[src/include/redmule_cfg.svh]
`ifndef REDMULE_CFG_SVH
`define REDMULE_CFG_SVH

// Element and tile geometry
`define REDMULE_ELEM_W 16
`define REDMULE_ROW_LEN 4

// One memory word carries one full row
`define REDMULE_WORD_W (`REDMULE_ELEM_W * `REDMULE_ROW_LEN)

// Word addresses and row counts
`define REDMULE_ADDR_W 16
`define REDMULE_MSIZE_W 8

// Peripheral side
`define REDMULE_CFG_DATA_W 32
`define REDMULE_NUM_REGS 7

`endif
[src/hdl/redmule_pkg.sv]
`include "redmule_cfg.svh"

package redmule_pkg;

  typedef logic signed [`REDMULE_ELEM_W-1:0] elem_t;

  // Element n sits at bits 16n upward
  typedef elem_t [`REDMULE_ROW_LEN-1:0] row_t;

  // Entry k is row k of W
  typedef row_t [`REDMULE_ROW_LEN-1:0] tile_t;

  typedef logic [`REDMULE_ADDR_W-1:0] addr_t;
  typedef logic [`REDMULE_MSIZE_W-1:0] msize_t;

  typedef enum logic [1:0] {
    IDLE,
    LOAD_W,
    RUN,
    DONE
  } job_state_e;

  typedef enum logic [$clog2(`REDMULE_NUM_REGS)-1:0] {
    REG_X_ADDR  = 0,
    REG_W_ADDR  = 1,
    REG_Y_ADDR  = 2,
    REG_Z_ADDR  = 3,
    REG_M_SIZE  = 4,
    REG_TRIGGER = 5,
    REG_STATUS  = 6
  } reg_offset_e;

  // Highest priority first
  typedef enum logic [1:0] {
    OWN_Z,
    OWN_W,
    OWN_XY
  } mem_owner_e;

endpackage

[src/hdl/redmule_engine.sv]
`timescale 1ns/100ps
`include "redmule_cfg.svh"

module redmule_engine
  import redmule_pkg::*;
(
  input  logic   clk_i,
  input  logic   reset_i,
  input  row_t   x_row_i,
  input  row_t   y_row_i,
  input  tile_t  w_tile_i,
  input  logic   valid_i,
  output logic   ready_o,
  output row_t   z_row_o,
  output logic   valid_o,
  input  logic   ready_i
);

  row_t   z_row_d, z_row_q;
  elem_t  acc;
  logic   valid_q;
  logic   accept;

  // Z[j] = Y[j] + sum over k of X[k] * W[k][j], wrapping at 16 bits
  always_comb begin
    z_row_d = '0;
    acc     = '0;
    for (int j = 0; j < `REDMULE_ROW_LEN; j++) begin
      acc = y_row_i[j];
      for (int k = 0; k < `REDMULE_ROW_LEN; k++) begin
        acc = acc + x_row_i[k] * w_tile_i[k][j];
      end
      z_row_d[j] = acc;
    end
  end

  // Output register can refill in the cycle it drains
  assign ready_o = !valid_q || ready_i;
  assign accept  = valid_i && ready_o;

  always_ff @(posedge clk_i) begin
    if (reset_i) begin
      valid_q <= 1'b0;
    end else if (ready_o) begin
      valid_q <= valid_i;
    end
  end

  always_ff @(posedge clk_i) begin
    if (accept) begin
      z_row_q <= z_row_d;
    end
  end

  assign z_row_o = z_row_q;
  assign valid_o = valid_q;

endmodule : redmule_engine

[config.mk]
export PLATFORM = sky130hd
export DESIGN_NAME = redmule_engine
export DESIGN_NICKNAME = d
export VERILOG_FILES = /design/src/hdl/redmule_pkg.sv /design/src/hdl/redmule_engine.sv
export VERILOG_INCLUDE_DIRS = /design/src /design/src/include
export SDC_FILE = /design/constraint.sdc
export NUM_CORES = 2
export LEC_CHECK = 0
export ABC_AREA = 1
export ABC_CLOCK_PERIOD_IN_PS = 17300
export BUFFER_PORTS_ARGS = -buffer_cell sky130_fd_sc_hd__buf_2
export CAP_MARGIN = 0
export CORE_MARGIN = 2
export CORE_UTILIZATION = 36
export DETAILED_ROUTE_END_ITERATION = 8
export PLACE_DENSITY = 0.55
export SLEW_MARGIN = 20
export SYNTH_ARGS = -nofsm -noshare
export SYNTH_HDL_FRONTEND = slang
export SYNTH_SLANG_ARGS = --single-unit
[constraint.sdc]
create_clock -name clk_i -period 17.3 [get_ports clk_i]
set_input_delay 1.73 -clock clk_i [delete_from_list [all_inputs] [get_ports clk_i]]
set_output_delay 1.73 -clock clk_i [all_outputs]
set_load 0.05 [all_outputs]
# Yosys cells after proc, flatten, opt, wreduce, memory -nomap -nowiden
# Cells that the tools add are included.
# W data, S select, Z words.
word_totals:
  regBits: 65
  latchBits: 0
  ramBits: 0
  rom_bits: 0
  inputBits: 388
  memories: 0
classes:
  n_addsub: 16
  multipliers: 16
  div_mod_pow: 0
  n_lt_le_gt_ge: 0
  n_eq_ne: 0
  n_shift: 0
  n_mux: 0
  bitwise: 0
  n_reduce_logical: 3
op_table:
  columns: ["cell", "count"]
  rows:
  - ["$add A16 B16 Y16", 16]
  - ["$mul A16 B16 Y16", 16]
  - ["$logic_and A1 B1 Y1", 1]
  - ["$logic_not A1 Y1", 1]
  - ["$logic_or A1 B1 Y1", 1]

# Logic depth before layout (Yosys ltp)
depth:
  ltp_word: 5
  mapped_depth: 39

# Worst setup path after synthesis
# No wires, ideal clock.
synth_timing:
  kind: "in2reg"
  from: "input port x_row_i[35] (netlist bit)"
  to: "register z_row_q (netlist bit z_row_o[46]) (data pin)"
  arrival_time_ns: 8.862
  slack_ns: 8.181
  stages: 31
  n_path_buf: 3
  path_cell_list: "buf_2 -> clkbuf_1 -> buf_1 -> nand2_1 -> fa_1 -> fa_1 -> fa_1 -> inv_1 -> fa_1 -> inv_1 -> fa_1 -> inv_1 -> fa_1 -> inv_1 -> fa_1 -> fa_1 -> fa_1 -> fa_1 -> inv_1 -> ha_1 -> a21oi_1 -> o21ai_0 -> a21oi_1 -> inv_1 -> a21oi_1 -> o21ai_0 -> nand2_1 -> inv_1 -> o21ai_0 -> nand2_1 -> xor2_1"
synth_rtl:
  columns: ["item", "line", "text"]
  rows:
  - ["start, declared", "redmule_engine.sv:9", "input row_t x_row_i,"]
  - ["end signal, assigned", "redmule_engine.sv:51", "z_row_q <= z_row_d;"]
  - ["end, declared", "redmule_engine.sv:19", "row_t z_row_d, z_row_q;"]

# Worst setup path after layout
layout_timing:
  from: "input port x_row_i[16] (netlist bit)"
  to: "register z_row_q (netlist bit z_row_o[63]) (data pin)"
layout_via:
  elab_chain_cells: 4
layout_rtl:
  columns: ["item", "line", "text"]
  rows:
  - ["$mul A16 B16 Y16", "redmule_engine.sv:31", "acc = acc + x_row_i[k] * w_tile_i[k][j];"]
  - ["$add A16 B16 Y16 (3 in a row)", "redmule_engine.sv:31", null]
  - ["named net acc[15]", "redmule_engine.sv:20", "elem_t acc;"]
# The timed path passes the listed nets, and every way through them passes these cells.
# A chain may end at the register's enable or synchronous reset.

==> impl_metrics.env <==
export IMPL_status="finished clean"
export IMPL_drv_cap=0
export IMPL_drcViolationCount=0
export IMPL_nets=13090
export IMPL_clk_latency_ps=440
export IMPL_rrSetupSlack_ps=15490
export IMPL_core_um2=210000
export IMPL_ys_flop_type="edfxtp_1"
export IMPL_area_growth_pct=6.384
export IMPL_dr_pass1_iters=6
export IMPL_hp_start="valid_o$_SDFFE_PP0N_"
export IMPL_grt_start_max_net_pins=65
export IMPL_yosysTopAreaCell="fa_1"
export IMPL_critPathMaxStageDelay_ps=590
export IMPL_hp_class="flip-flop to flip-flop"
export IMPL_endpoint_kind="flip-flop"
export IMPL_critPathSlowestCell="fa_1"
export IMPL_clk_pin_slew_ps=100
export IMPL_synthArstFlopShare_pct=0
export IMPL_startpoint_type="input port"
export IMPL_synth_top_cell_area_share_pct=42.38
export IMPL_finClkSkew_ps=27.33
export IMPL_synth_common_cells="inv_1 (3656), nand2_1 (2763), fa_1 (1612), ha_1 (896), clkbuf_1 (228)"
export IMPL_worstMarginPinSlew_ps=1121
export IMPL_cts_setup_buffers=0
export IMPL_antenna_left=0
export IMPL_worstSetupPathType="input port to flip-flop"
export IMPL_ctsResizeCount=0
export IMPL_instances_no_fill=13030
export IMPL_drt_iter0_drc=4847
export IMPL_min_to="valid_o$_SDFFE_PP0N_"
export IMPL_io_pins=454
export IMPL_ys_types=35
export IMPL_yosys_warnings=0
export IMPL_cp_max_fo=23
export IMPL_grt_pass1_wl_um=418000
export IMPL_vias=60650
export IMPL_io_buffers=453
export IMPL_relSlewSlack_pct=25.26
export IMPL_worstReg2RegEnd="z_row_o[32]$_DFFE_PP_"
export IMPL_r2r_start="valid_o$_SDFFE_PP0N_"
export IMPL_cts_buffers=9
export IMPL_synth_enable_flop_cells=64
export IMPL_rows=168
export IMPL_ys_seq_area_share_pct=2.550
export IMPL_drv_slew=0
export IMPL_crit_required_ps=17510
export IMPL_grt_use_total_pct=26.48
export IMPL_avgSynthCellArea_um2=7.557
export IMPL_root_buffer="clkbuf_16"
export IMPL_dp_cells=12990
export IMPL_syn_instance_count=10080
export IMPL_clockBufferDepth=2
export IMPL_syn_nets=12970
export IMPL_gr_total_overflow=0
export IMPL_grt_pass1_vias=63440
export IMPL_fin_crit_sh_pct=57.49
export IMPL_finalSetupViolCount=0
export IMPL_dieArea_um2=215200
export IMPL_wl_per_cell_um=21.59
export IMPL_cts_tree="done"
export IMPL_path_common_cell="fa_1"
export IMPL_fp_dieH_um=463.9
export IMPL_synth_seq_cells=65
export IMPL_gp_congestion=1.008
export IMPL_antenna_found_initial=64
export IMPL_start_util_pct=36.26
export IMPL_dp_hpwl_um=242700
export IMPL_hold_violations=0
export IMPL_cts_sinks=65
export IMPL_vias_per_cell=4.655
export IMPL_die_w_um=463.9
export IMPL_fin_tns_setup_ps=0
export IMPL_synth_area_leaders="fa_1 (42%), inv_1 (18%), ha_1 (15%), nand2_1 (14%), edfxtp_1 (2.5%)"
export IMPL_netlist_area_um2=76140
export IMPL_min_period_ps=9946
export IMPL_drive_gt1_share_pct=5.306
export IMPL_max_freq_mhz=100.5
export IMPL_synth_most_common_cell="inv_1"
export IMPL_rsz0062_at_grt="false"
export IMPL_holdPathStages=2
export IMPL_r2r_cells=2
export IMPL_h_tree_depth=3
export IMPL_hold_buffers=0
export IMPL_routed_wl_um=281300
export IMPL_arrival_ps=10150
==> critical path: cells and delay by family <==
kind / cells / cell delay (ps)
buffers and inverters: 9 / 1710
AND/OR/NAND/NOR: 10 / 1070
AO/OA/AOI/OAI: 4 / 670
adder cells (fa/ha/maj): 11 / 4920
==> how the worst max path moves through the flow <==
stage / start / endpoint / slack, ps
2_1_floorplan: x_row_i[35] / z_row_o[46]$_DFFE_PP_ / 8180
3_3_place_gp: x_row_i[16] / z_row_o[63]$_DFFE_PP_ / 7030
3_5_place_dp: x_row_i[16] / z_row_o[63]$_DFFE_PP_ / 6910
4_1_cts: x_row_i[16] / z_row_o[63]$_DFFE_PP_ / 7410
5_1_grt: x_row_i[16] / z_row_o[63]$_DFFE_PP_ / 7040
6_report: x_row_i[16] / z_row_o[63]$_DFFE_PP_ / 7350
==> registers in the layout, summed over array words and instances (netlist names) <==
name	count
z_row_o	64
valid_o	1
==> through the flow <==
stage | area [µm²] | utilization, % | setup slack [ps] | hold slack (ps)
2_1_floorplan | 76140 | - | 8181 | 1071
3_3_place_gp | 80630 | 38.40 | 7029 | 505.4
3_5_place_dp | 80630 | 38.40 | 6914 | 525.4
4_1_cts | 80940 | 38.54 | 7406 | 536.7
5_1_grt | 80970 | 38.56 | 7043 | 568.7
6_report | 81000 | 38.57 | 7354 | 536.1
==> cells by family after synthesis <==
logic type / synth area share [%]
AOI/OAI and AO/OA: 0.4946
adders and majority gates: 57.11
xor gates and xnor gates: 4.225
buffers and inverters: 20.22
and+or+nand+nor: 15.41
DFF: 2.550
==> cell usage in the layout (no fill, tap or decap), types with 3 or more instances in the layout <==
cell and count:
o21bai_1 4, nand3_1 153, a21o_1 4, xnor2_2 6, nor3_1 3, xnor2_1 163
nand2_2 3, nor2_1 32, nand2b_1 8, xor2_1 182, edfxtp_1 64, a21oi_1 43
o21ai_0 18, clkbuf_16 9, diode_2 26, fa_1 1612, nand3b_1 28, nand4_1 8
inv_2 5, buf_4 46, and2_1 4, or2_1 12, xor2_2 6, inv_1 3656
ha_1 896, nand2_1 2763, buf_2 453
==> final cells by class <==
cell class              instances  area (µm²)
diodes                         26       65.06
clock buffers                   9       225.2
clock inverters                 7       85.08
fillers                     22040      129000
inverters                    3662       13750
multi-input cells            5954       58820
flip-flops and latches         65        1942
well taps                    2805        3510
repair buffers                499        2613
==> metal layers <==
metal  vias to the layer above  track usage, %  wire, µm
met5                         -               0       260
met4                        40           11.12     13760
met3                       388           4.210     21920
met2                      2356           41.30    124300
met1                     30160           36.41    121100
li1                      27700               -         -
Power is left out: the tool's default activity adds up to more than one toggle a clock period on the data nets, which glitch-free logic cannot reach.
