`src/include/redmule_cfg.svh`:
```
`ifndef REDMULE_CFG_SVH
`define REDMULE_CFG_SVH

// Element and tile geometry
`define REDMULE_ELEM_W 16
`define REDMULE_ROW_LEN 4

// One memory word carries one full row
`define REDMULE_WORD_W (`REDMULE_ELEM_W * `REDMULE_ROW_LEN)

// Word addresses and row counts
`define REDMULE_ADDR_W 16
`define REDMULE_MSIZE_W 8

// Peripheral side
`define REDMULE_CFG_DATA_W 32
`define REDMULE_NUM_REGS 7

`endif
```
`src/hdl/redmule_pkg.sv`:
```
`include "redmule_cfg.svh"

package redmule_pkg;

  typedef logic signed [`REDMULE_ELEM_W-1:0] elem_t;

  // Element n sits at bits 16n upward
  typedef elem_t [`REDMULE_ROW_LEN-1:0] row_t;

  // Entry k is row k of W
  typedef row_t [`REDMULE_ROW_LEN-1:0] tile_t;

  typedef logic [`REDMULE_ADDR_W-1:0] addr_t;
  typedef logic [`REDMULE_MSIZE_W-1:0] msize_t;

  typedef enum logic [1:0] {
    IDLE,
    LOAD_W,
    RUN,
    DONE
  } job_state_e;

  typedef enum logic [$clog2(`REDMULE_NUM_REGS)-1:0] {
    REG_X_ADDR  = 0,
    REG_W_ADDR  = 1,
    REG_Y_ADDR  = 2,
    REG_Z_ADDR  = 3,
    REG_M_SIZE  = 4,
    REG_TRIGGER = 5,
    REG_STATUS  = 6
  } reg_offset_e;

  // Highest priority first
  typedef enum logic [1:0] {
    OWN_Z,
    OWN_W,
    OWN_XY
  } mem_owner_e;

endpackage

```
`src/hdl/redmule_mem_arbiter.sv`:
```
`timescale 1ns/100ps

module redmule_mem_arbiter
  import redmule_pkg::*;
(
  input  logic   clk_i,
  input  logic   reset_i,
  input  logic   z_req_i,
  input  addr_t  z_addr_i,
  input  row_t   z_wdata_i,
  output logic   z_gnt_o,
  input  logic   w_req_i,
  input  addr_t  w_addr_i,
  output logic   w_gnt_o,
  output logic   w_rvalid_o,
  input  logic   xy_req_i,
  input  addr_t  xy_addr_i,
  output logic   xy_gnt_o,
  output logic   xy_rvalid_o,
  output logic   mem_req_o,
  output logic   mem_we_o,
  output addr_t  mem_addr_o,
  output row_t   mem_wdata_o,
  input  logic   mem_gnt_i
);

  mem_owner_e  sel, owner_q;
  logic        lock_q, rd_pending_q;
  logic        granted;

  // A stalled request keeps the port until it is granted
  always_comb begin
    if (lock_q) begin
      sel = owner_q;
    end else if (z_req_i) begin
      sel = OWN_Z;
    end else if (w_req_i) begin
      sel = OWN_W;
    end else begin
      sel = OWN_XY;
    end
  end

  always_comb begin
    case (sel)
      OWN_Z: begin
        mem_req_o  = z_req_i;
        mem_addr_o = z_addr_i;
      end
      OWN_W: begin
        mem_req_o  = w_req_i;
        mem_addr_o = w_addr_i;
      end
      default: begin
        mem_req_o  = xy_req_i;
        mem_addr_o = xy_addr_i;
      end
    endcase
  end

  assign mem_we_o    = mem_req_o && (sel == OWN_Z);
  assign mem_wdata_o = z_wdata_i;
  assign granted     = mem_req_o && mem_gnt_i;

  assign z_gnt_o  = granted && (sel == OWN_Z);
  assign w_gnt_o  = granted && (sel == OWN_W);
  assign xy_gnt_o = granted && (sel == OWN_XY);

  // owner_q doubles as the owner of last cycle's read
  always_ff @(posedge clk_i) begin
    if (reset_i) begin
      lock_q       <= 1'b0;
      rd_pending_q <= 1'b0;
      owner_q      <= OWN_Z;
    end else begin
      lock_q       <= mem_req_o && !mem_gnt_i;
      rd_pending_q <= granted && !mem_we_o;
      owner_q      <= sel;
    end
  end

  assign w_rvalid_o  = rd_pending_q && (owner_q == OWN_W);
  assign xy_rvalid_o = rd_pending_q && (owner_q == OWN_XY);

endmodule : redmule_mem_arbiter

```
`config.mk`:
```
export PLATFORM = sky130hd
export DESIGN_NAME = redmule_mem_arbiter
export DESIGN_NICKNAME = d
export VERILOG_FILES = /design/src/hdl/redmule_pkg.sv /design/src/hdl/redmule_mem_arbiter.sv
export VERILOG_INCLUDE_DIRS = /design/src /design/src/include
export SDC_FILE = /design/constraint.sdc
export NUM_CORES = 1
export LEC_CHECK = 0
export BUFFER_PORTS_ARGS = -buffer_cell sky130_fd_sc_hd__buf_2
export CORE_AREA = 2 2 80 82
export CTS_BUF_LIST = sky130_fd_sc_hd__clkbuf_8
export CTS_CLUSTER_DIAMETER = 100
export DETAILED_ROUTE_END_ITERATION = 8
export DIE_AREA = 0 0 82 84
export SYNTH_ARGS = -nofsm -noshare
export SYNTH_HDL_FRONTEND = slang
export SYNTH_SLANG_ARGS = --single-unit
```
`constraint.sdc`:
```
create_clock -name clk_i -period 1.3 [get_ports clk_i]
set_input_delay 0 -clock clk_i [delete_from_list [all_inputs] [get_ports clk_i]]
set_output_delay 0 -clock clk_i [all_outputs]
set_load 0.005 [all_outputs]
```
---- After elaboration in Yosys (flattened, before gate mapping) ----
Cells that the tools add are included.
W data, S select, Z words.
operators by class
  mux-type cells .......................... 5
  reduce and logical (&&, ||, !) cells .... 12
  eq/ne operators ......................... 4
operators by type and width
  operator              number
  $pmux W16 S2          1
  $logic_and A1 B1 Y1   9
  $mux W2               3
  $eq A2 B1 Y1 const B  2
  $eq A2 B2 Y1 const B  2
  $logic_not A1 Y1      2
  $logic_not A2 Y1      1
  $pmux W1 S2           1
storage, ports and cells
  register bits ........................... 4
  bits of input ports ..................... 118

---- Logic depth before layout (Yosys ltp) ----
  depth in word-level cells ............... 8
  gate-level depth with buffers ........... 7
  gate-level depth less buffers ........... 4

---- Worst setup path after synthesis ----
No wires, ideal clock.
  path type ............................... register to output
  from .................................... register lock_q
  to ...................................... output mem_addr_o[2]
  stages on the path, launching flop included .. 8
  setup slack ............................. 0.126 ns
  arrival ................................. 1.174 ns
  buffers on the path ..................... 3
  data required time ...................... 1.300 ns
  cell sequence ........................... dfxtp_1 -> buf_6 -> nor2_2 -> a22o_1 -> buf_6 -> buf_12 -> nand2_1 -> a31oi_1
between the ends
  cells in the longest elaborated chain, start to end .. 3
  elaborated cells between the ends (all ways) .. 4
RTL lines
  what                                                     line                       source
  start: declaration                                       redmule_mem_arbiter.sv:28  logic lock_q, rd_pending_q;
  start signal: assignment                                 redmule_mem_arbiter.sv:76  lock_q <= mem_req_o && !mem_gnt_i;
  $mux W2 *                                                redmule_mem_arbiter.sv:33  if (lock_q) begin
  $eq A2 B1 Y1 / $logic_not A2 Y1 (equally long branches)  redmule_mem_arbiter.sv:45  case (sel)
  $pmux W16 S2 *                                           redmule_mem_arbiter.sv:45
  end: declaration                                         redmule_mem_arbiter.sv:22  output addr_t mem_addr_o,
Every way passes the cells marked *; elsewhere a longest branch is shown, timed or not.

---- Worst setup path after layout ----
Same ends and word-level chain as after synthesis.

==> metrics.md <==
| Metric | Value |
|---|---|
| Outcome | finished, violations left |
| Failing checks | setup timing |
| Mapped Cells | about 170 |
| Global-route wire length before repair | about 5300 µm |
| Max layer used | met4 |
| Sequential-to-total area share from yosys stat | 0.0729 |
| Clock Skews | 0.00110 ns |
| Ant. Diodes | 0 |
| Maximum VDD drop | 0.212 mV |
| CTS max path bufs | 2 |
| Die Ht | 84 µm |
| Multi-input gate area | 488 µm² |
| I/O pin cnt | 205 |
| Final Util | 0.218 |
| Antenna violations before repair | 0 |
| Final WL | around 3700 µm |
| RSZ-0062 raised after global routing | true |
| Clock power share | 0.316 |
| Worst Hold Launch | z_wdata_i[15] |
| Setup-failing EPs final | 18 |
| Reg clk slew, reported paths | 0.03 ns |
| Slowest-stage cell, CP | dfxtp_4 |
| Die width | 82 µm |
| Crit-path max FO | 6 |
| Reg2Reg Depth | 5 |
| DRT Pass-1 Iters | 4 |
| Slew headroom | 0.852 |
| DP Area | 1130 µm² |
| Net count after synthesis | 284 |
| Htree depth | 1 |
| Die area | between 6000 and 7000 µm² |
| Gpl congestion | 0.710 |
| Later-pin clock latency in the skew report | 0.22 ns |
| CP delay by family, top | buffers and inverters |
| Post-Syn Area | 1100 µm² |
| Design area | about 1300 µm² |
| Met3 wire len | 326 µm |
| Sw frac | 0.329 |
| PD cells | 638 nW/µm² |
| FF+latch count, synth | 4 |
| Detailed-route via count | 1109 |
| Hold Path Class | in -> out |
| CP Cell Sequence | nor2_4, buf_6, a22oi_4, buf_6, nand2_2, a31oi_1, buf_2 |
| Yosys warns | 0 |
| Layout Nets | 313 |
| CTS tree | built |
| Period utilization | 1.12 |
| Buf/Inv on CP | 3 |
| Worst r2r dst | rd_pending_q |
| Logic pwr share | 0.518 |
| Wire per inst | 13.6 µm |
| Max-cap viol count | 0 |
| WP data arrival | between 1 and 1.5 ns |
| Worst r2r src | lock_q |
| Hpwl dp | 2720 µm |
| Largest net degree at the start of global routing | 14 |
| Critical Path Max Stage Delay | 0.38 ns |
| FMAX | between 0.6 and 0.7 GHz |
| Fillers | 716 |
| Share of layout cells above drive strength 1 | 0.585 |
| Most frequent CP cell | buf_6 |
| Setup_tns | -2.38 ns |
| Grt total ovfl | 0 |
| Post-synthesis cell type count | 24 |
| Worst EP required | 1.30 ns |
| Root Buffer | clkbuf_8 |
| Gr usage total | 0.102 |
| Internal Power | 0.568 mW |
| Buffers on Ports | 76 |
| Final worst slack | -0.153 ns |
| Number of global-route vias before repair | 1076 |
| Worst Hold End | mem_wdata_o[15] |
| Critical path launch point | lock_q |
| Residual DRC | 0 |
| CP Launch Type | flop |
| P_sw | 0.278 mW |
| CP Capture Type | primary output |
| Sequential share of power | 0.166 |
| Core ar. | 6100 µm² |
| CTS sink cnt | 4 |
| Fin. max-slew vios | 0 |
| Initial Util | 0.180 |
| Leakage dissipation | between 0.6 and 0.7 nW |
| Drt first-iter violations | 18 |
| Via density | 4.11 |
| Syn avg cell area | 6.62 µm² |
| Hold WS | 0.00000142 ns |
| Register Area | 86.3 µm² |
| Final hold vios | 0 |
| Synth-to-Final Area Change | 20.7% |
| Slew @ Worst Pin | ~0.22 ns |
| CTS buffer count | 3 |
| WL met1 | about 1300 µm |
| Rows | 29 |
| WS Path Type | reg -> out |
| Hold Path Stages | 0 |
| FF-to-FF setup slack | 0.12 ns |
| Total power | 0.846 mW |
| Met2 wire length | 2010 µm |
| Post-route ant nets | 0 |
| Final worst path period need | 1.45 ns |
[layout make-up]
type,instances,area share
sequential,4,0.0651
inverter,4,0.0113
timing repair buffer,95,0.452
clock buffer,3,0.0311
tap,77,0.0726
multi-input combinational,87,0.368
[how the worst max path moves through the flow]
stage | end | slack [ns] | depth (start not counted)
floorplan | mem_addr_o[2] | 0.13 | 7
CTS | mem_addr_o[13] | -0.16 | 7
detailed placement | xy_gnt_o | -0.009 | 5
global route | mem_addr_o[11] | -0.24 | 7
finish | mem_addr_o[2] | -0.15 | 7
global placement | xy_gnt_o | 0.03 | 5
[power by group through the flow]
stage	Combinational, mW	Clock [mW]	Sequential [mW]
6_report	0.438	0.267	0.141
3_5_place_dp	0.375	0	0.142
5_1_grt	0.486	0.290	0.142
2_1_floorplan	0.340	0	0.137
3_3_place_gp	0.370	0	0.141
4_1_cts	0.421	0.275	0.140
[logic make-up (layout without fill, tap and decap cells)]
logic type | Yosys count | after routing | synth area share
AO/OA/AOI/OAI | 23 | 23 | 0.158
buffers and inverters | 75 | 102 | 0.513
flip-flops | 4 | 4 | 0.0729
AND/OR/NAND/NOR | 64 | 64 | 0.256
[Yosys cell counts]
| master | instances | area (µm²) |
|---|---|---|
| a21oi_4 | 1 | 16.3 |
| a22o_1 | 1 | 8.76 |
| a22oi_4 | 1 | 21.3 |
| a31oi_1 | 16 | 100 |
| a31oi_2 | 1 | 12.5 |
| and3_1 | 1 | 6.26 |
| buf_12 | 1 | 20.0 |
| buf_2 | 2 | 10.0 |
| buf_4 | 66 | 495 |
| buf_6 | 2 | 22.5 |
| dfxtp_1 | 4 | 80.1 |
| inv_1 | 4 | 15.0 |
| nand2_1 | 33 | 124 |
| nand3_1 | 1 | 5.00 |
| nor2_1 | 21 | 78.8 |
| nor2_2 | 1 | 6.26 |
| nor2b_1 | 1 | 6.26 |
| nor3_1 | 2 | 10.0 |
| nor3_2 | 1 | 10.0 |
| nor3b_1 | 1 | 7.51 |
| nor4_1 | 1 | 6.26 |
| nor4_4 | 1 | 21.3 |
| o21ai_0 | 2 | 10.0 |
| o21ai_1 | 1 | 5.00 |
[sequential cells by signal, summed over array words and instances (netlist names)]
register,count
owner_q,2
lock_q,1
rd_pending_q,1
[cell usage in the layout (no fill, tap or decap), types with 2 or more instances in the layout]
master,instances
inv_1,4
buf_4,7
nor2_1,21
dlygate4sd3_1,2
buf_6,7
nand2_2,5
buf_2,76
buf_12,2
dfxtp_2,2
nor3_1,2
clkbuf_8,3
o21ai_0,2
a31oi_1,16
nand2_1,27
[routing by layer]
metal  GRT usage  vias to the layer above
met2       0.185                       85
met5           0                        -
met4      0.0424                        0
met1       0.107                      480
li1            -                      530
met3      0.0260                       14
[per-stage QoR]
step / worst slack [ns] / cells
3_3_place_gp: 0.0309 / 258
6_report: -0.153 / 270
5_1_grt: -0.241 / 270
2_1_floorplan: 0.126 / 166
3_5_place_dp: -0.00928 / 258
4_1_cts: -0.163 / 268
[what timing repair did]
action | in CTS | in global routing
gates resized for setup | 11 | 14
setup buffers | 3 | 1
hold buffers | 2 | 0
setup endpoints to repair | 19 | 20
cloned | 2 | 1
hold endpoints to repair | 4 | 0
pin swaps | 7 | 24
(Power assumes the default switching activity.)
