### src/include/redmule_cfg.svh
`ifndef REDMULE_CFG_SVH
`define REDMULE_CFG_SVH

// Element and tile geometry
`define REDMULE_ELEM_W 16
`define REDMULE_ROW_LEN 4

// One memory word carries one full row
`define REDMULE_WORD_W (`REDMULE_ELEM_W * `REDMULE_ROW_LEN)

// Word addresses and row counts
`define REDMULE_ADDR_W 16
`define REDMULE_MSIZE_W 8

// Peripheral side
`define REDMULE_CFG_DATA_W 32
`define REDMULE_NUM_REGS 7

`endif
### src/hdl/redmule_pkg.sv
`include "redmule_cfg.svh"

package redmule_pkg;

  typedef logic signed [`REDMULE_ELEM_W-1:0] elem_t;

  // Element n sits at bits 16n upward
  typedef elem_t [`REDMULE_ROW_LEN-1:0] row_t;

  // Entry k is row k of W
  typedef row_t [`REDMULE_ROW_LEN-1:0] tile_t;

  typedef logic [`REDMULE_ADDR_W-1:0] addr_t;
  typedef logic [`REDMULE_MSIZE_W-1:0] msize_t;

  typedef enum logic [1:0] {
    IDLE,
    LOAD_W,
    RUN,
    DONE
  } job_state_e;

  typedef enum logic [$clog2(`REDMULE_NUM_REGS)-1:0] {
    REG_X_ADDR  = 0,
    REG_W_ADDR  = 1,
    REG_Y_ADDR  = 2,
    REG_Z_ADDR  = 3,
    REG_M_SIZE  = 4,
    REG_TRIGGER = 5,
    REG_STATUS  = 6
  } reg_offset_e;

  // Highest priority first
  typedef enum logic [1:0] {
    OWN_Z,
    OWN_W,
    OWN_XY
  } mem_owner_e;

endpackage

### src/hdl/redmule_xy_loader.sv
`timescale 1ns/100ps

module redmule_xy_loader
  import redmule_pkg::*;
(
  input  logic    clk_i,
  input  logic    reset_i,
  input  logic    start_i,
  input  addr_t   x_base_i,
  input  addr_t   y_base_i,
  input  msize_t  m_size_i,
  output logic    req_o,
  output addr_t   addr_o,
  input  logic    gnt_i,
  input  logic    rvalid_i,
  input  row_t    rdata_i,
  output row_t    x_row_o,
  output row_t    y_row_o,
  output logic    valid_o,
  input  logic    ready_i
);

  msize_t  row_cnt_q, next_row;
  logic    req_q, sel_y_q, rx_y_q, valid_q;
  row_t    x_row_q, y_row_q;

  assign next_row = row_cnt_q + 1'b1;

  always_ff @(posedge clk_i) begin
    if (reset_i) begin
      row_cnt_q <= '0;
      req_q     <= 1'b0;
      sel_y_q   <= 1'b0;
      rx_y_q    <= 1'b0;
      valid_q   <= 1'b0;
    end else if (start_i) begin
      row_cnt_q <= '0;
      req_q     <= 1'b1;
      sel_y_q   <= 1'b0;
      rx_y_q    <= 1'b0;
      valid_q   <= 1'b0;
    end else begin
      // X then Y, the Y read may go out before X data returns
      if (req_q && gnt_i) begin
        sel_y_q <= !sel_y_q;
        if (sel_y_q) begin
          req_q <= 1'b0;
        end
      end
      if (rvalid_i) begin
        rx_y_q <= !rx_y_q;
        if (rx_y_q) begin
          valid_q <= 1'b1;
        end
      end
      // Next row is fetched only once the engine took this pair
      if (valid_q && ready_i) begin
        valid_q <= 1'b0;
        if (next_row != m_size_i) begin
          row_cnt_q <= next_row;
          req_q     <= 1'b1;
        end
      end
    end
  end

  always_ff @(posedge clk_i) begin
    if (rvalid_i && !rx_y_q) begin
      x_row_q <= rdata_i;
    end
    if (rvalid_i && rx_y_q) begin
      y_row_q <= rdata_i;
    end
  end

  assign req_o   = req_q;
  assign addr_o  = (sel_y_q ? y_base_i : x_base_i) + addr_t'(row_cnt_q);
  assign x_row_o = x_row_q;
  assign y_row_o = y_row_q;
  assign valid_o = valid_q;

endmodule : redmule_xy_loader

### config.mk
export PLATFORM = sky130hd
export DESIGN_NAME = redmule_xy_loader
export DESIGN_NICKNAME = d
export VERILOG_FILES = /design/src/hdl/redmule_pkg.sv /design/src/hdl/redmule_xy_loader.sv
export VERILOG_INCLUDE_DIRS = /design/src /design/src/include
export SDC_FILE = /design/constraint.sdc
export NUM_CORES = 1
export LEC_CHECK = 0
export BUFFER_PORTS_ARGS = -buffer_cell sky130_fd_sc_hd__buf_2
export CAP_MARGIN = 20
export CORE_MARGIN = 3
export CORE_UTILIZATION = 48
export CTS_BUF_LIST = sky130_fd_sc_hd__clkbuf_4
export DETAILED_ROUTE_END_ITERATION = 8
export GPL_TIMING_DRIVEN = 0
export HOLD_SLACK_MARGIN = 0.12
export PLACE_DENSITY_LB_ADDON = 0.05
export SLEW_MARGIN = 20
export SYNTH_ARGS = -nofsm -noshare
export SYNTH_HDL_FRONTEND = slang
export SYNTH_SLANG_ARGS = --single-unit
export TNS_END_PERCENT = 30
### constraint.sdc
create_clock -name clk_i -period 5.3 [get_ports clk_i]
set_input_delay 0.53 -clock clk_i [delete_from_list [all_inputs] [get_ports clk_i]]
set_output_delay 0.53 -clock clk_i [all_outputs]
set_load 0.01 [all_outputs]
After elaboration in Yosys (flattened, before gate mapping) --
Cells that the tools add are included. Widths: inputs -> output; s select.
Word-level totals: register bits 140, input bits 110, output and inout port bits 146, word-level logic and storage cells 32
Operators by class: $add $sub $neg 2, eq/ne operators 1, multiplexer cells 6, reduce and logical (&&, ||, !) cells 10
Operators with widths (count):
- $add 16x8->16 | 1
- $mux 16 | 1
- $add 8x1->8 const B | 1
- $ne 8x8->1 | 1
- $mux 1 | 5
- $logic_and 1x1->1 | 4
- $reduce_and 2->1 | 2
- $reduce_or 3->1 | 1
- $logic_not 1->1 | 2
- $reduce_or 2->1 | 1

Logic depth before layout (Yosys ltp) --
word-level depth 5, mapped depth 11, gate-level depth less buffers 10

Worst setup path before layout --
No wires, ideal clock.
path kind input -> register, start input rvalid_i, end register x_row_q (netlist bit x_row_o[0]), enable pin, setup time 0.494 ns, data arrival time 3.344 ns, required time 4.806 ns, setup slack 1.462 ns, cell stages on the path 1, buffers on the path 0, cells stage by stage nor2b_1
Between the ends: word-level cells in the longest chain between the ends 1
Ends and longest elaborated chain:
- from (decl) | RTL line redmule_xy_loader.sv:15 | input logic rvalid_i,
- $logic_and 1x1->1 | RTL line redmule_xy_loader.sv:68 | if (rvalid_i && !rx_y_q) begin
- to (signal assigned) | RTL line redmule_xy_loader.sv:69 | x_row_q <= rdata_i;
- to (decl) | RTL line redmule_xy_loader.sv:25 | row_t x_row_q, y_row_q;
No other way between the ends. A chain may end at the register's enable or synchronous reset.

Worst setup path after layout --
start register sel_y_q, end output addr_o[9]
Between the ends: word-level cells in the longest chain between the ends 2
Ends and longest elaborated chain:
- from (decl) | RTL line redmule_xy_loader.sv:24 | logic req_q, sel_y_q, rx_y_q, valid_q;
- from (signal assigned) | RTL line redmule_xy_loader.sv:45 | sel_y_q <= !sel_y_q;
- $mux 16 | RTL line redmule_xy_loader.sv:77 | assign addr_o = (sel_y_q ? y_base_i : x_base_i) + addr_t'(row_cnt_q);
- $add 16x8->16 | RTL line redmule_xy_loader.sv:77
- to (decl) | RTL line redmule_xy_loader.sv:13 | output addr_t addr_o,
No other way between the ends.

==> metrics.md <==
| Metric | Value |
|---|---|
| Port buffer count | `around 260` |
| DRT iter0 DRCs | `about 190` |
| Fin. Hold Viols | `0` |
| Fmax | `approximately 0.21 GHz` |
| Most frequent cells in the layout | `buf_2, edfxtp_1, nand2_1, xnor2_1, a21oi_1` |
| Worst-path clk slew | `roughly 0.12 ns` |
| Pins over their slew limit | `0` |
| Data arrival, critical path | `around 4.2 ns` |
| Total CTS buffers | `17` |
| WL/cell | `roughly 18 um` |
| Synth async-reset ratio | `0%` |
| Mean Syn Cell Area | `16.1 sq um` |
| Capturing point of the worst reg2reg path | `req_o$_SDFF_PP0_` |
| Synthesized area | `~0.0055 sq mm` |
| Combinational share of power | `under 10%` |
| Total power | `around 0.0021 W` |
| # DRC | `0` |
| Fin crit share | `89.5%` |
| Internal | `0.00163 W` |
| Antenna diodes | `0` |
| Clock buffer depth | `2` |
| Final ANT Viol Nets | `0` |
| CTS root buffer | `clkbuf_4` |
| Vias | `between 3000 and 4000` |
| Status | `completed` |
| Vias in the first global route | `a little under 4000` |
| NetSw | `0.000483 W` |
| Min-delay worst type | `in -> reg` |
| CTS tree | `yes` |
| Final GP Congestion | `between 0.8 and 0.9` |
| Share of cells above drive strength 1 | `50.2%` |
| Die height | `113 um` |
| Number of post-CTS setup repair buffers | `0` |
| Clk_skew | `~0.016 ns` |
| Worst Path Required | `roughly 4.8 ns` |
| Post-CTS sizing | `0` |
| # IOs | `about 260` |
| Hold path cells | `1` |
| H-tree levels | `4` |
| Yosys cell types | `51` |
| Dpl ws | `1.03 ns` |
| Dpl cells | `between 700 and 800` |
| Detailed placement HPWL | `roughly 11 mm` |
| Worst-Skew Late Latency | `0.51 ns` |
| Sequential fraction of the synthesis area | `about three quarters` |
| Reg-to-reg slack, setup | `2.63 ns` |
| Startpoint types | `flop` |
| First-pass GRT wire length | `20.3 mm` |
| HP Start | `rdata_i[40]` |
| Tot GR Track Use | `about a fifth` |
| Nets | `742` |
| Post-layout min period | `between 4 and 5 ns` |
| Fillers | `between 800 and 900` |
| Final setup violating endpoints | `0` |
| Final wirelength | `between 10 and 15 mm` |
| Synth area leaders | `edfxtp_1, dfxtp_1, xnor2_1` |
| First-pass DRT Iterations | `4` |
| Post-CTS Hold Fix Bufs | `0` |
| Clock Sinks | `140` |
| Mapped Nets | `between 400 and 500` |
| VDD IR-drop max | `0.203 mV` |
| CP endpoint kind | `output port` |
| Worst slew pin tran | `about 0.68 ns` |
| Commonest non-fill, non-tap cell in the layout | `buf_2` |
| Worst R2R Path Depth | `9` |
| Area leader, netlist | `edfxtp_1` |
| Via/cell ratio | `between 5 and 6` |
| Synth top area share | `between 60% and 70%` |
| Sw frac | `between 20% and 30%` |
| Non-Filler Instances | `approximately 780` |
| Pin count of the biggest net entering global routing | `38` |
| PD cells | `roughly 290 mW/mm^2` |
| Synth Register Bits | `140` |
| Global route overflow | `0` |
| Syn Inst Count | `344` |
| Setup CP Type | `reg -> out` |
| Chip width | `113 um` |
| Die area | `0.0128 sq mm` |
| EDFF count, synth | `approximately 130` |
| Clk network pwr share | `30.5%` |
| Num rows | `38` |
| Initial antenna violation count | `0` |
| Synth Flop Type | `edfxtp_1` |
| Fin util | `between 60 and 70%` |
| Area of the core | `0.0110 sq mm` |
| Critical-path maximum fanout | `10` |
| Worst setup margin | `between 0.5 and 0.6 ns` |
| Synthesis warning total | `0` |
| Slew margin rel. | `between 50% and 60%` |
| Hold Path End | `x_row_o[40]$_DFFE_PP_` |
| RSZ-0062 raised after global routing | `false` |
| Initial Utilization | `about 50%` |
| # Max-Cap Violations | `0` |
| Area delta synth->final | `33.4%` |
| RR Startpoint | `row_cnt_q[0]$_SDFFE_PP0P_` |
| Seq pwr share | `59.8%` |
| Leak pwr | `2.97 nW` |
[stage by stage]
stage                     area (sq um)  TNS (ns)  hold slack [ns]
after floorplan                   5520         0            0.484
final                             7370         0            0.208
after detailed placement          7090         0            0.550
after global placement            6970    -11.54            0.514
after CTS                         7370         0            0.149
after global routing              7370         0            0.140
[kinds of logic after synthesis]
family	share of synthesized area, %
muxes	3.42
AOI/OAI and AO/OA	6.05
and+or+nand+nor	7.79
DFF	73.9
xor gates and xnor gates	4.28
buffers and inverters	2.11
adders and majority gates	2.40
[Yosys cell counts (all sizes together) (2+ instances only)]
master and count:
o211ai 2, nor2 10, edfxtp 128, nor3 4
nand2b 3, o21ai 9, buf 6, a21oi 19
mux2i 11, and4 2, or4 6, and3 2
mux2 7, xnor2 20, ha 9, nor4 2
nand3 8, or2 3, clkbuf 4, a211oi 5
or3 3, a2111oi 3, nor2b 6, and2 4
inv 11, xor2 7, nand2 20, o31ai 4
dfxtp 12
[power by group through the flow]
stage / clock [W] / sequential [W] / combinational (W)
floorplan: 0 / 0.00132 / 0.0000569
global placement: 0 / 0.00129 / 0.000188
detailed placement: 0 / 0.00129 / 0.000205
CTS: 0.000667 / 0.00127 / 0.000206
global route: 0.000720 / 0.00127 / 0.000221
finish: 0.000646 / 0.00126 / 0.000203
[area by class of cell]
cell class	count	area, sq um	share of cell area, %
clock inverter	14	148	2.00
clock buffer	18	135	1.83
sequential	140	4080	55.4
multi-input combinational	183	1330	18.1
timing repair buffer	259	1380	18.7
inverter	11	41.3	0.560
buffer	10	75.1	1.02
tap	140	175	2.38
[per-layer routing]
| layer | routed length (um) | vias up | global-route usage, % |
|---|---|---|---|
| met5 | 0 | - | 0 |
| met4 | 231 | 0 | 6.81 |
| met3 | 1250 | 18 | 6.74 |
| met2 | 7190 | 185 | 37.3 |
| met1 | 4920 | 1864 | 23.3 |
| li1 | - | 1878 | - |
[how the worst max path moves through the flow]
stage,startpoint,endpoint,slack (ns)
CTS,sel_y_q$_SDFFE_PP0P_,addr_o[9],0.44
finish,sel_y_q$_SDFFE_PP0P_,addr_o[9],0.56
detailed placement,sel_y_q$_SDFFE_PP0P_,addr_o[9],1.03
global placement,rvalid_i,x_row_o[34]$_DFFE_PP_,-0.18
floorplan,rvalid_i,x_row_o[0]$_DFFE_PP_,1.46
global route,sel_y_q$_SDFFE_PP0P_,addr_o[15],0.19
[critical path: stages, from the launching register on]
cell      delay [ns]
dfxtp_1         0.44
buf_1           0.56
clkbuf_1        0.55
mux2i_1         0.39
inv_1           0.08
ha_1            0.28
a21oi_1         0.22
o211ai_1        0.12
a21oi_1         0.47
a21oi_1         0.17
xnor2_1         0.16
mux2i_1         0.14
buf_2           0.15
[sequential cells by signal, summed over array words and instances (netlist names)]
name,count
rx_y_q,1
sel_y_q,1
x_row_o,64
row_cnt_q,8
req_o,1
valid_o,1
y_row_o,64
(Power assumes the default switching activity.)
