===== src/include/redmule_cfg.svh =====
`ifndef REDMULE_CFG_SVH
`define REDMULE_CFG_SVH

// Element and tile geometry
`define REDMULE_ELEM_W 16
`define REDMULE_ROW_LEN 4

// One memory word carries one full row
`define REDMULE_WORD_W (`REDMULE_ELEM_W * `REDMULE_ROW_LEN)

// Word addresses and row counts
`define REDMULE_ADDR_W 16
`define REDMULE_MSIZE_W 8

// Peripheral side
`define REDMULE_CFG_DATA_W 32
`define REDMULE_NUM_REGS 7

`endif

===== src/hdl/redmule_pkg.sv =====
`include "redmule_cfg.svh"

package redmule_pkg;

  typedef logic signed [`REDMULE_ELEM_W-1:0] elem_t;

  // Element n sits at bits 16n upward
  typedef elem_t [`REDMULE_ROW_LEN-1:0] row_t;

  // Entry k is row k of W
  typedef row_t [`REDMULE_ROW_LEN-1:0] tile_t;

  typedef logic [`REDMULE_ADDR_W-1:0] addr_t;
  typedef logic [`REDMULE_MSIZE_W-1:0] msize_t;

  typedef enum logic [1:0] {
    IDLE,
    LOAD_W,
    RUN,
    DONE
  } job_state_e;

  typedef enum logic [$clog2(`REDMULE_NUM_REGS)-1:0] {
    REG_X_ADDR  = 0,
    REG_W_ADDR  = 1,
    REG_Y_ADDR  = 2,
    REG_Z_ADDR  = 3,
    REG_M_SIZE  = 4,
    REG_TRIGGER = 5,
    REG_STATUS  = 6
  } reg_offset_e;

  // Highest priority first
  typedef enum logic [1:0] {
    OWN_Z,
    OWN_W,
    OWN_XY
  } mem_owner_e;

endpackage


===== src/hdl/redmule_ctrl.sv =====
`timescale 1ns/100ps
`include "redmule_cfg.svh"

module redmule_ctrl
  import redmule_pkg::*;
(
  input  logic                            clk_i,
  input  logic                            reset_i,
  input  logic                            cfg_req_i,
  input  logic                            cfg_we_i,
  input  reg_offset_e                     cfg_addr_i,
  input  logic [`REDMULE_CFG_DATA_W-1:0]  cfg_wdata_i,
  output logic [`REDMULE_CFG_DATA_W-1:0]  cfg_rdata_o,
  output addr_t                           x_addr_o,
  output addr_t                           w_addr_o,
  output addr_t                           y_addr_o,
  output addr_t                           z_addr_o,
  output msize_t                          m_size_o,
  output logic                            w_start_o,
  input  logic                            w_loaded_i,
  output logic                            xy_start_o,
  input  logic                            z_done_i,
  output logic                            busy_o,
  output logic                            evt_o
);

  job_state_e                       state_q, state_d;
  addr_t                            x_addr_q, w_addr_q, y_addr_q, z_addr_q;
  msize_t                           m_size_q;
  logic [`REDMULE_CFG_DATA_W-1:0]   rdata_d;
  logic                             busy;
  logic                             cfg_write;
  logic                             trigger_ok;

  // DONE is the end-of-job cycle, busy already reads low there
  assign busy       = (state_q == LOAD_W) || (state_q == RUN);
  // Job registers are frozen while a job runs
  assign cfg_write  = cfg_req_i && cfg_we_i && !busy;
  assign trigger_ok = cfg_write && (cfg_addr_i == REG_TRIGGER) && (m_size_q != '0);

  always_ff @(posedge clk_i) begin
    if (reset_i) begin
      x_addr_q <= '0;
      w_addr_q <= '0;
      y_addr_q <= '0;
      z_addr_q <= '0;
      m_size_q <= '0;
    end else if (cfg_write) begin
      case (cfg_addr_i)
        REG_X_ADDR: x_addr_q <= cfg_wdata_i[`REDMULE_ADDR_W-1:0];
        REG_W_ADDR: w_addr_q <= cfg_wdata_i[`REDMULE_ADDR_W-1:0];
        REG_Y_ADDR: y_addr_q <= cfg_wdata_i[`REDMULE_ADDR_W-1:0];
        REG_Z_ADDR: z_addr_q <= cfg_wdata_i[`REDMULE_ADDR_W-1:0];
        REG_M_SIZE: m_size_q <= cfg_wdata_i[`REDMULE_MSIZE_W-1:0];
        default: ;
      endcase
    end
  end

  // Readback mux, trigger and unused offsets read as zero
  always_comb begin
    rdata_d = '0;
    case (cfg_addr_i)
      REG_X_ADDR: rdata_d[`REDMULE_ADDR_W-1:0]  = x_addr_q;
      REG_W_ADDR: rdata_d[`REDMULE_ADDR_W-1:0]  = w_addr_q;
      REG_Y_ADDR: rdata_d[`REDMULE_ADDR_W-1:0]  = y_addr_q;
      REG_Z_ADDR: rdata_d[`REDMULE_ADDR_W-1:0]  = z_addr_q;
      REG_M_SIZE: rdata_d[`REDMULE_MSIZE_W-1:0] = m_size_q;
      REG_STATUS: rdata_d[0]                    = busy;
      default: ;
    endcase
  end

  always_ff @(posedge clk_i) begin
    if (reset_i) begin
      cfg_rdata_o <= '0;
    end else if (cfg_req_i && !cfg_we_i) begin
      cfg_rdata_o <= rdata_d;
    end
  end

  always_comb begin
    state_d = state_q;
    case (state_q)
      IDLE, DONE: begin
        state_d = trigger_ok ? LOAD_W : IDLE;
      end
      LOAD_W: begin
        if (w_loaded_i) begin
          state_d = RUN;
        end
      end
      RUN: begin
        if (z_done_i) begin
          state_d = DONE;
        end
      end
      default: state_d = IDLE;
    endcase
  end

  always_ff @(posedge clk_i) begin
    if (reset_i) begin
      state_q <= IDLE;
    end else begin
      state_q <= state_d;
    end
  end

  // The W loader drops loaded on the same edge that enters LOAD_W
  assign w_start_o  = trigger_ok;
  assign xy_start_o = (state_q == LOAD_W) && w_loaded_i;

  assign x_addr_o = x_addr_q;
  assign w_addr_o = w_addr_q;
  assign y_addr_o = y_addr_q;
  assign z_addr_o = z_addr_q;
  assign m_size_o = m_size_q;
  assign busy_o   = busy;
  assign evt_o    = (state_q == DONE);

endmodule : redmule_ctrl


===== config.mk =====
export PLATFORM = sky130hd
export DESIGN_NAME = redmule_ctrl
export DESIGN_NICKNAME = d
export VERILOG_FILES = /design/src/hdl/redmule_pkg.sv /design/src/hdl/redmule_ctrl.sv
export VERILOG_INCLUDE_DIRS = /design/src /design/src/include
export SDC_FILE = /design/constraint.sdc
export NUM_CORES = 1
export LEC_CHECK = 0
export ABC_CLOCK_PERIOD_IN_PS = 1750
export BUFFER_PORTS_ARGS = -buffer_cell sky130_fd_sc_hd__buf_2
export CAP_MARGIN = 0
export CORE_UTILIZATION = 45
export CTS_BUF_LIST = sky130_fd_sc_hd__clkbuf_16
export DETAILED_ROUTE_END_ITERATION = 8
export PLACE_DENSITY = 0.78
export SYNTH_ARGS = -nofsm -noshare
export SYNTH_HDL_FRONTEND = slang
export SYNTH_SLANG_ARGS = --single-unit
export TNS_END_PERCENT = 30

===== constraint.sdc =====
create_clock -name clk_i -period 1.75 [get_ports clk_i]
set_clock_uncertainty 0.05 [all_clocks]
set_input_delay 0.35 -clock clk_i [delete_from_list [all_inputs] [get_ports clk_i]]
set_output_delay 0.35 -clock clk_i [all_outputs]
set_load 0.02 [all_outputs]

# [After elaboration in Yosys (flattened, before gate mapping)]
# Index checks and enable logic that the tools add are counted.
[op_classes] n_mux=7 reduce_logical=19 eq_ne=11
[op_table] operator="case mux 7 bit (5 select lines)" n=1
[op_table] operator="case mux 8 bit (4 select lines)" n=1
[op_table] operator="AND reduction 2 bit" n=6
[op_table] operator="equality test 3 bit, second input constant" n=3
[op_table] operator="nonzero test 8 bit" n=1
[op_table] operator="equality test 3 x 2 -> 1 bit, second input constant" n=2
[op_table] operator="logical AND 1 bit" n=6
[op_table] operator="case mux 1 bit (6 select lines)" n=1
[op_table] operator="case mux 2 bit (3 select lines)" n=1
[op_table] operator="equality test 2 bit, second input constant" n=2
[op_table] operator="two-way mux 2 bit" n=2
[op_table] operator="inequality test 2 bit, second input constant" n=2
[op_table] operator="equality test 3 x 1 -> 1 bit, second input constant" n=1
[op_table] operator="logical NOT 3 bit" n=1
[op_table] operator="equality test 2 x 1 -> 1 bit, second input constant" n=1
[op_table] operator="logical NOT 1 bit" n=2
[op_table] operator="logical NOT 2 bit" n=1
[op_table] operator="OR reduction 2 bit" n=1
[op_table] operator="logical OR 1 bit" n=1
[op_table] operator="two-way mux 1 bit" n=1
[word_totals] in_bits=41 out_inout_bits=108 regBits=90

# [Logic depth before layout (Yosys ltp)]
[depth] depth_word=8 ltp_mapped=8 depth_no_buf=5

# [Worst setup path before layout]
# Ideal clock, no wire load.
[synth_path] path_kind="register -> output" startpoint="reg state_q[0]" endpoint="out w_start_o" path_stages_with_launch=8 slack_ns=-0.094 arrival_ns=1.444 required_time_ns=1.350 n_path_buf=2 cell_sequence="dfxtp_1 inv_1 ha_1 clkbuf_2 and4b_1 buf_2 o2111ai_1 inv_1"
[synth_via] elab_chain_cells=6 word_cells_on_any_way=7 classes_between="eq/ne: 2; reduce/logical: 5"
[synth_rtl] item="from (decl)" line="redmule_ctrl.sv:27" rtl="job_state_e state_q, state_d;"
[synth_rtl] item="from (signal assigned)" line="redmule_ctrl.sv:106" rtl="state_q <= state_d;"
[synth_rtl] item="equality test 2 x 1 -> 1 bit / equality test 2 bit (equally long branches)" line="redmule_ctrl.sv:36" rtl="assign busy = (state_q == LOAD_W) || (state_q == RUN);"
[synth_rtl] item="logical OR 1 bit (*)" line="redmule_ctrl.sv:36"
[synth_rtl] item="logical NOT 1 bit (*)" line="redmule_ctrl.sv:38" rtl="assign cfg_write = cfg_req_i && cfg_we_i && !busy;"
[synth_rtl] item="logical AND 1 bit (*)" line="redmule_ctrl.sv:38"
[synth_rtl] item="logical AND 1 bit (*) (2 in series)" line="redmule_ctrl.sv:39" rtl="assign trigger_ok = cfg_write && (cfg_addr_i == REG_TRIGGER) && (m_size_q != '0);"
[synth_rtl] item="to (decl)" line="redmule_ctrl.sv:19" rtl="output logic w_start_o,"
# Every way passes the cells marked *; elsewhere a longest branch is shown, timed or not.

# [Final worst setup path]
[layout_path] startpoint="reg m_size_q[0], in the netlist m_size_o[0]" endpoint="out w_start_o"
[layout_via] elab_chain_cells=2
[layout_rtl] item="from (decl)" line="redmule_ctrl.sv:29" rtl="msize_t m_size_q;"
[layout_rtl] item="from (signal assigned)" line="redmule_ctrl.sv:54" rtl="REG_M_SIZE: m_size_q <= cfg_wdata_i[`REDMULE_MSIZE_W-1:0];"
[layout_rtl] item="nonzero test 8 bit" line="redmule_ctrl.sv:39"
[layout_rtl] item="logical AND 1 bit" line="redmule_ctrl.sv:39"
# Every way passes these cells.

==> results.yml <==
status:
  outcome: "finished with violations"
  failed_checks: "setup timing"
worst_hold_path:
  hold_path_end: "y_addr_o[12]$_SDFFE_PP0P_"
  hold_depth: 3
  startpoint_of_the_lowest_slack_hold_path: "cfg_wdata_i[12]"
  hold_path.class: "in -> reg"
critical_path:
  timing.reg2reg.worst_path_depth: 6
  rrSetupSlack_ns: 0.12
  arrival_time_of_the_worst_setup_path_ns: 1.62
  reg2reg_from: "state_q[0]$_SDFFE_PP0P_"
  path_class: "reg -> out"
  worstPathMaxFanout: 2
  crit_required_ns: 1.35
  startpoint_type_of_the_worst_setup_path: "flop"
  critical_path_endpoint_category: "output pin"
  critical_path.reg2reg.endpoint: "w_addr_o[10]$_SDFFE_PP0P_"
die:
  std_cell_rows: 35
  top_level_ports: 149
  die_w_um: 99.7
  floorplan.die.height_um: 99.7
  fp.coreArea_um2: 9240
  die-area_um2: 9930
  initial_utilization_pct: 46.4
synthesis:
  yosysMostFrequentCell: "sky130_fd_sc_hd__dfxtp_1"
  yosys.area.top_type: "sky130_fd_sc_hd__dfxtp_1"
  post_synth_most_frequent_cells: "sky130_fd_sc_hd__dfxtp_1 (90), sky130_fd_sc_hd__a21oi_1 (79), sky130_fd_sc_hd__nand3_1 (72)"
  synth_cell_types: 36
  post_synth_instance_area_um2: 4290
  ys_ff_latch: 90
  synth_edf_count: 0
  syn_avg_cell_area_um2: 8.48
  synth.yosys.seq_area_share_pct: 42.0
  synth.yosys.warnings: 0
  top_area_cell_type_share_of_the_netlist_area_pct: 42.0
  dominantRegCellSynth: "sky130_fd_sc_hd__dfxtp_1"
  synth_cells: 506
  post_synth_main_area_contributors: "sky130_fd_sc_hd__dfxtp_1 (42%), sky130_fd_sc_hd__a21oi_1 (9.2%), sky130_fd_sc_hd__nand3_1 (8.4%)"
  asyncSetResetFlopFracSynth_pct: 0
route:
  post_drt_via_cell_ratio: 5.92
  route.antenna.remaining_nets: 0
  dr.pass1.iters: 6
  postRouteWirelength_um: 13900
  drt_iter0_markers: 332
  drcViolationCount: 0
  wl_per_cell_um: 18.4
  route.vias.total: 4470
clocking:
  register_clock_pin_slew_on_the_reported_worst_setup_and_hold_paths_ns: 0.07
  cts_hold_repair.buffers: 0
  tritoncts_num_sinks: 90
  clock_tree_from_tritoncts: "built"
  number_of_buffers_created_by_cts: 9
  ctsLongestPathBuffers: 2
  clk_latency_ns: 0.34
  cts.root.buffer_cell: "sky130_fd_sc_hd__clkbuf_16"
  htree_num_levels: 3
pwr:
  vdd_ir_drop_max_mv: 0.499
  p_leak_nw: 2.32
  power_density_nw_per_um2: 957
timing:
  postLayoutSetupSlackWorst_ns: -0.268
  report.final.setup_viol: 1
  hold_violations: 0
  post-route-min-period_ns: 2.02
  ratio_of_final_minimum_period_to_clock_period_pct: 115
  achievable-frequency_mhz: 496
  actual_slew_at_the_worst_max_slew_pin_ns: 0.631
  rsz0062_at_grt: "yes"
  timing.final.max_slew_violations: 0
  slew-limit-headroom_pct: 57.9
layout:
  layout.core_utilization_pct: 59.6
  layout-drive-gt1-share_pct: 34.8
  antenna_cells: 0
  area_growth_syn_to_layout_pct: 28.2
  final_net_count: 665
global_routing:
  wire_length_of_the_first_global_routing_pass_um: 21700
  groute.usage.overall_pct: 28.2
  grt_start_max_net_pins: 33
  grt_pass1_vias: 4256
  grt_remaining_overflow: 0
  antenna_found_initial: 0
place:
  sum_of_net_half_perimeters_after_detailed_placement_um: 9620
  routabilityCongestion: 0.887
  buffer_ports.inserted: 116
  detailedPlace.worstSlack_ns: 0.0182
flow_run:
  max_cap_viol_count: 0
metrics by stage:
step | area, µm² | hold slack (ns) | std cells | TNS, ns | total power (W)
6_report | 5500 | 0.254 | 755 | -0.268 | 0.00527
5_1_grt | 5500 | 0.264 | 755 | -0.320 | 0.00541
4_1_cts | 5470 | 0.251 | 755 | -0.267 | 0.00521
3_5_place_dp | 5120 | 0.426 | 738 | 0 | 0.00312
3_3_place_gp | 5120 | 0.419 | 738 | 0 | 0.00310
2_1_floorplan | 4370 | 0.448 | 521 | 0 | 0.00280
report_power, final:
| group | leakage, nW | internal (W) | switching, W |
|---|---|---|---|
| Clock | 0.159 | 0.00127 | 0.000851 |
| Combinational | 1.43 | 0.000351 | 0.000649 |
| Sequential | 0.729 | 0.00211 | 0.0000401 |
| Total | 2.32 | 0.00373 | 0.00154 |
flip-flops by register name, summed over array words and instances (netlist names):
signal,flops
m_size_o,8
z_addr_o,16
cfg_rdata_o,16
x_addr_o,16
y_addr_o,16
w_addr_o,16
state_q,2
cells in the final DEF (no fill, tap or decap), drive strengths merged, types with 3 or more instances in the layout:
cell type	n
conb	16
nand2	6
buf	157
inv	8
nor3	8
a21oi	79
a22oi	10
a211oi	6
clkbuf	9
nor2b	5
nand2b	6
mux2	32
a221oi	11
o21ai	73
dfxtp	90
ha	3
nor2	15
nand3	72
what timing repair did:
action,4_1_cts,5_1_grt
setup buffers,1,0
resized for setup,4,8
pin swaps,2,2
endpoints found under the setup margin,2,23
how the worst max path moves through the flow:
stage | start | to | slack, ns | cells past startpoint
floorplan | state_q[0]$_SDFFE_PP0P_ | w_start_o | 0.009 | 7
global placement | cfg_addr_i[0] | cfg_rdata_o[15]$_SDFFE_PP0P_ | 0.06 | 5
detailed placement | state_q[0]$_SDFFE_PP0P_ | x_addr_o[15]$_SDFFE_PP0P_ | 0.02 | 6
CTS | m_size_o[4]$_SDFFE_PP0P_ | w_start_o | -0.27 | 4
global route | m_size_o[0]$_SDFFE_PP0P_ | w_start_o | -0.30 | 4
finish | m_size_o[0]$_SDFFE_PP0P_ | w_start_o | -0.27 | 4
routing by layer:
layer  share of wire (%)  GRT usage, %  up-vias
li1                    -             -     2046
met1                  40          37.7     2109
met2                  46          43.8      268
met3                 9.9          5.83       47
met4                 3.3          12.9        0
met5                   0             0        -
kinds of logic after synthesis:
kind of cell	share of synthesized area (%)
compound gates	23.6
fa+ha+maj	0.875
buf+inv	9.39
flops	42.0
mux	8.40
other cells	0.0874
simple gates	15.7
critical path, cell delays in order, from the launching register on:
cell                        delay, ns
sky130_fd_sc_hd__dfxtp_1         0.31
sky130_fd_sc_hd__or4_4           0.55
sky130_fd_sc_hd__o2111ai_4       0.24
sky130_fd_sc_hd__inv_2           0.05
sky130_fd_sc_hd__buf_6           0.13
final cells by class:
type	instances	area, µm²
Tap cell	129	161
Clock buffer	9	225
Fill cell	783	3740
Clock inverter	7	98.8
Multi-Input combinational cell	359	2180
Sequential cell	90	1800
Timing Repair Buffer	157	1010
Inverter	4	15.0
No activity file was read; power rests on OpenSTA's default activity.
